$ cat config.mk
export PLATFORM = sky130hd
export DESIGN_NAME = tournament_chooser_flat
export DESIGN_NICKNAME = d
export VERILOG_FILES = /design/src/hdl/bp_pkg.sv /design/src/hdl/bp_update_if.sv /design/src/hdl/tournament_chooser.sv /design/src/flat_wrapper.sv
export VERILOG_INCLUDE_DIRS = /design/src /design/src/include
export SDC_FILE = /design/constraint.sdc
export NUM_CORES = 2
export LEC_CHECK = 0
export BUFFER_PORTS_ARGS = -buffer_cell sky130_fd_sc_hd__buf_2
export CAP_MARGIN = 20
export CORE_MARGIN = 2
export CORE_UTILIZATION = 40
export DETAILED_ROUTE_END_ITERATION = 7
export PLACE_DENSITY = 0.52
export SLEW_MARGIN = 10
export SYNTH_ARGS = -nofsm -noshare
export SYNTH_HDL_FRONTEND = slang
export SYNTH_SLANG_ARGS = --single-unit
$ cat constraint.sdc
create_clock -name clk -period 4.7 [get_ports clk]
set_input_delay 0.47 -clock clk [delete_from_list [all_inputs] [get_ports clk]]
set_output_delay 0.47 -clock clk [all_outputs]
set_load 0.01 [all_outputs]
$ cat src/include/bp_defs.svh
`ifndef BP_DEFS_SVH
`define BP_DEFS_SVH

// Local history table
`define BP_BHT_ENTRIES      256
`define BP_BHT_IDX_BITS     8
`define BP_LHR_LEN          10

// Local pattern table, indexed by history XOR PC
`define BP_LPHT_ENTRIES     1024
`define BP_LPHT_IDX_BITS    10

// Global history and gshare pattern table
`define BP_GHR_LEN          12
`define BP_GPHT_ENTRIES     4096
`define BP_GPHT_IDX_BITS    12

// Chooser table
`define BP_CHOICE_ENTRIES   1024
`define BP_CHOICE_IDX_BITS  10

// 2-bit saturating counters
`define BP_CTR_BITS         2

// PC index fields, word aligned
`define BP_PC_LO            2
`define BP_BHT_PC_HI        9
`define BP_LPHT_PC_HI       11
`define BP_CHOICE_PC_HI     11
`define BP_GPHT_PC_HI       13

`endif

$ cat src/hdl/bp_pkg.sv
`include "bp_defs.svh"

package bp_pkg;

    typedef logic [`BP_BHT_IDX_BITS-1:0]    bht_index_t;
    typedef logic [`BP_LPHT_IDX_BITS-1:0]   lpht_index_t;
    typedef logic [`BP_GPHT_IDX_BITS-1:0]   gpht_index_t;
    typedef logic [`BP_CHOICE_IDX_BITS-1:0] choice_index_t;

    // History words, newest outcome in bit 0
    typedef logic [`BP_LHR_LEN-1:0] lhr_t;
    typedef logic [`BP_GHR_LEN-1:0] ghr_t;

    // Upper bit set means taken (or use global, in the chooser)
    typedef logic [`BP_CTR_BITS-1:0] counter_t;

    // Travels with a prediction and comes back at commit
    typedef struct packed {
        bht_index_t    bht_index;
        lpht_index_t   lpht_index;
        gpht_index_t   gpht_index;
        choice_index_t choice_index;
        logic          local_taken;
        logic          global_taken;
    } bp_meta_t;

    // Saturating step toward up or down
    function automatic counter_t ctr_next(counter_t ctr, logic up);
        counter_t result;
        result = ctr;
        if (up && ctr != '1) begin
            result = ctr + 1'b1;
        end else if (!up && ctr != '0) begin
            result = ctr - 1'b1;
        end
        return result;
    endfunction

endpackage

$ cat src/hdl/bp_update_if.sv
`include "bp_defs.svh"

// One resolved branch, returned by the pipeline at commit
interface bp_update_if;

    logic                            valid;
    logic                            taken;
    logic [`BP_BHT_IDX_BITS-1:0]     bht_index;
    logic [`BP_LPHT_IDX_BITS-1:0]    lpht_index;
    logic [`BP_GPHT_IDX_BITS-1:0]    gpht_index;
    logic [`BP_CHOICE_IDX_BITS-1:0]  choice_index;
    logic                            local_taken;
    logic                            global_taken;

    modport source (
        output valid, taken, bht_index, lpht_index, gpht_index,
        output choice_index, local_taken, global_taken
    );

    modport predictor (
        input valid, taken, bht_index, lpht_index, gpht_index,
        input choice_index, local_taken, global_taken
    );

endinterface

$ cat src/hdl/tournament_chooser.sv
`include "bp_defs.svh"

module tournament_chooser
    import bp_pkg::*;
(
    input  logic                 clk,
    input  logic                 rst,
    input  logic                 advance,
    input  logic [31:0]          lookup_pc,
    bp_update_if.predictor       upd,
    output logic                 use_global,
    output choice_index_t        choice_index
);

    // Upper bit set selects gshare
    counter_t choice [`BP_CHOICE_ENTRIES];

    choice_index_t choice_index_s1;
    logic          disagree;
    logic          global_right;
    counter_t      ctr_upd;

    // Stage 1
    assign choice_index_s1 = lookup_pc[`BP_CHOICE_PC_HI:`BP_PC_LO];

    always_ff @(posedge clk) begin
        if (advance) begin
            choice_index <= choice_index_s1;
        end
    end

    // Stage 2
    assign use_global = choice[choice_index][`BP_CTR_BITS-1];

    // Only train when the two components disagreed
    assign disagree     = upd.local_taken != upd.global_taken;
    assign global_right = upd.global_taken == upd.taken;
    assign ctr_upd      = ctr_next(choice[upd.choice_index], global_right);

    always_ff @(posedge clk) begin
        if (rst) begin
            for (int i = 0; i < `BP_CHOICE_ENTRIES; i++) begin
                choice[i] <= '0;
            end
        end else if (upd.valid && disagree) begin
            choice[upd.choice_index] <= ctr_upd;
        end
    end

endmodule

$ cat src/flat_wrapper.sv
// flat-port wrapper written by rule: the top's interface ports become plain ports
module tournament_chooser_flat import bp_pkg::*;
  (clk, rst, advance, lookup_pc, use_global, choice_index, upd_valid, upd_taken, upd_bht_index, upd_lpht_index, upd_gpht_index, upd_choice_index, upd_local_taken, upd_global_taken);
  bp_update_if upd_i ();
  input  logic clk;
  input  logic rst;
  input  logic advance;
  input  logic [31:0] lookup_pc;
  output logic use_global;
  output choice_index_t choice_index;
  input wire logic [$bits(upd_i.valid)-1:0] upd_valid;
  input wire logic [$bits(upd_i.taken)-1:0] upd_taken;
  input wire logic [$bits(upd_i.bht_index)-1:0] upd_bht_index;
  input wire logic [$bits(upd_i.lpht_index)-1:0] upd_lpht_index;
  input wire logic [$bits(upd_i.gpht_index)-1:0] upd_gpht_index;
  input wire logic [$bits(upd_i.choice_index)-1:0] upd_choice_index;
  input wire logic [$bits(upd_i.local_taken)-1:0] upd_local_taken;
  input wire logic [$bits(upd_i.global_taken)-1:0] upd_global_taken;
  assign upd_i.valid = upd_valid;
  assign upd_i.taken = upd_taken;
  assign upd_i.bht_index = upd_bht_index;
  assign upd_i.lpht_index = upd_lpht_index;
  assign upd_i.gpht_index = upd_gpht_index;
  assign upd_i.choice_index = upd_choice_index;
  assign upd_i.local_taken = upd_local_taken;
  assign upd_i.global_taken = upd_global_taken;
  tournament_chooser u_core (.clk(clk), .rst(rst), .advance(advance), .lookup_pc(lookup_pc), .upd(upd_i), .use_global(use_global), .choice_index(choice_index));
endmodule
==> impl_metrics.ini <==
[status]
status = finished with violations
violations = negative setup slack

[global_route]
grt_max_degree = 185
grt_antenna_before_repair = 34
grtUsageTotal = 0.3161
grt_pass1_wl_um = 628300
grt_overflow = 0
first_global_vias = 83097

[logic_synthesis]
syn-num-nets = 9485
ys_types = 61
avgSynthCellArea_um2 = 11.69
synth_area_um2 = 110000
syn-instance-count = 9404
synth-edff-count = 2058
yosys_warnings = 0
ys.flop_type = edfxtp_1
synthArstFlopShare = 0
seq_area_frac_synth = 0.5637
ys_ff_latch = 2068

[die]
die_area_um2 = 279200
die-width_um = 528.4
coreArea_um2 = 273600
io_pins = 90
die_y_um = 528.4
rows = 192
start_util = 0.4019

[critical_path]
cp_cell_sequence = buf_12, buf_16, buf_16, buf_12, mux4_2, mux4_2, mux2i_2, nor2_1, a311oi_2, nor2_2, a31oi_4, nand3_2, buf_6, buf_6
cp_max_fo = 7
slowest_stage = mux4_2
reg2reg_slack_ps = 200
critPathArrivalTime_ps = 4480
cp_data_required_time_ps = 4230
start_kind = flip-flop
crit_family = multiplexers
crit_path_end_kind = primary output
critPathMaxStageDelay_ps = 570
path_buf_inv = 6
critical_path_class = reg2out

[clock_tree]
clock_latency_ps = 910
cts_max_level = 4
cts-buffers-inserted = 227
numClockSinks = 2068
clock_path_buffers = 3
path_clk_slew_ps = 60
root_buffer = clkbuf_16
cts_tree = done

[timing]
final-hold-violation-count = 0
slew_headroom = 0.2019
clock.fmax_mhz = 202.1
tightest_slew_ps = 1193
skew_ps = 59.35
rsz0062_at_grt = yes
slew_viol_final = 0
setup_violations = 1
period_needed_ps = 4949
setup_tns_ps = -248.7
fin_ws_ps = -248.7
period_share = 1.053
whs_ps = 214.8

[place]
gp_congestion = 0.9157
dp_hpwl_um = 289000
placedInstanceArea_um2 = 121300
port_buffers = 37

[detailed_routing]
drt_first_iter_violations = 12386
wire_per_inst_um = 33.44
first_pass_iters = 6
drcViolationCount = 0
drt_wl_total_um = 451000
viasPerCell = 6.364
ant_nets = 0
vias = 85816

[layout]
finalNetCount = 9768
area_growth_syn_to_layout_pct = 17.56
post-route-util = 0.4725
layout-drive-gt1-share = 0.1890
design_area_um2 = 129300

[flow_run]
cap_violations = 0

[power]
power.total_uw = 49010
leakage_uw = 0.04690
ir_drop_mv = 0.4162
powerDensity_nw_per_um2 = 379.1

[min_path]
hold_path.class = in2reg
==> kinds of logic (layout without fill, tap and decap cells) <==
| family | after synthesis | in the layout | share of synthesized area |
|---|---|---|---|
| adders and majority gates | 2 | 2 | 0.0002275 |
| xor gates and xnor gates | 2 | 2 | 0.0001593 |
| and+or+nand+nor | 4509 | 4509 | 0.1987 |
| AOI/OAI and AO/OA | 530 | 530 | 0.03221 |
| DFF | 2068 | 2068 | 0.5637 |
| muxes | 1297 | 1297 | 0.1626 |
| other | 0 | 16 | 0 |
| buffers and inverters | 996 | 1472 | 0.04232 |
==> through the flow <==
stage / instances / worst slack, ps
final: 13485 / -248.7
after global routing: 13473 / -291.2
after CTS: 13464 / -265.7
after detailed placement: 13001 / -767.2
after global placement: 13001 / -785.5
after floorplan: 9404 / 327.6
==> where the power goes <==
| group | switching [uW] | internal (uW) |
|---|---|---|
| Sequential | 356 | 20900 |
| Combinational | 6690 | 3830 |
| Clock | 7790 | 9490 |
==> worst register-to-register path, cell delays in order, from the launching register on <==
cell,delay [ps]
edfxtp_1,400
mux2i_1,250
o22ai_1,130
nor4_1,480
o2111ai_1,330
buf_4,250
nand4_1,140
nand3_1,80
buf_4,180
or4_1,470
inv_1,90
ha_1,160
mux2i_1,100
buf_4,180
nor3_4,140
buf_4,170
buf_12,210
buf_12,300
nor3_1,170
==> repair_timing <==
action                     in CTS  in global routing
gates resized for setup        46                 23
pin swaps                       9                  9
cloned                          7                  1
hold buffers                   11                  0
hold endpoints to repair       29                  0
setup endpoints to repair       1                233
buffers inserted               23                  6
==> routing by layer <==
layer / GRT usage / up-vias / part of all wire
li1: - / 35526 / -
met1: 0.4301 / 43604 / 0.39
met2: 0.4791 / 5617 / 0.45
met3: 0.06713 / 1053 / 0.11
met4: 0.1553 / 16 / 0.055
met5: 0 / - / 0.00025
==> synth_stat cells (17+ instances only) <==
master,n,share of area
edfxtp_1,2058,0.56
nor3_1,1366,0.062
nand2_1,1068,0.036
nand2b_1,1032,0.059
mux2i_1,890,0.081
nor2_1,828,0.028
buf_2,447,0.020
clkbuf_1,421,0.014
mux4_2,390,0.080
o22ai_1,385,0.022
nor4_1,109,0.0062
buf_4,77,0.0053
a22oi_1,50,0.0034
buf_1,37,0.0013
o2111ai_1,23,0.0018
o22a_1,21,0.0017
nand3_1,19,0.00086
mux2_2,17,0.0017
nand4_1,17,0.00097
==> sequential cells by signal, summed over array words and instances (netlist names), named ones only <==
register and count:
u_core.choice 2048, u_core.choice_index 10
==> final timing paths <==
check	start	cells past startpoint	to
max	flip-flop	14	use_global
min	rst	2	u_core.choice[794][0]
max reg2reg	u_core.choice[450][1]	18	u_core.choice[889][0]
min reg2reg	u_core.choice_index[4]	1	flip-flop
==> layout by cell type (no fill, tap or decap), types with 49 or more instances in the layout <==
| master | synthesis | routed |
|---|---|---|
| edfxtp_1 | 2058 | 2058 |
| nor3_1 | 1366 | 1350 |
| nand2_1 | 1068 | 1067 |
| nand2b_1 | 1032 | 1029 |
| mux2i_1 | 890 | 886 |
| nor2_1 | 828 | 780 |
| buf_4 | 77 | 691 |
| mux4_2 | 390 | 390 |
| o22ai_1 | 385 | 385 |
| buf_12 | 0 | 281 |
| clkbuf_16 | 0 | 229 |
| nor4_1 | 109 | 107 |
| clkbuf_1 | 421 | 72 |
| clkinv_1 | 0 | 57 |
| a22oi_1 | 50 | 49 |
==> layout make-up <==
cell class,instances,area [um^2]
Fill cell,24354,144300
Sequential cell,2068,62020
Multi-Input combinational cell,6340,44020
Timing Repair Buffer,1045,11740
Clock buffer,309,6100
Tap cell,3589,4491
Clock inverter,113,870.8
Antenna cell,16,40.04
Inverter,5,20.02
Note: power is estimated with default switching activity, not from simulation.
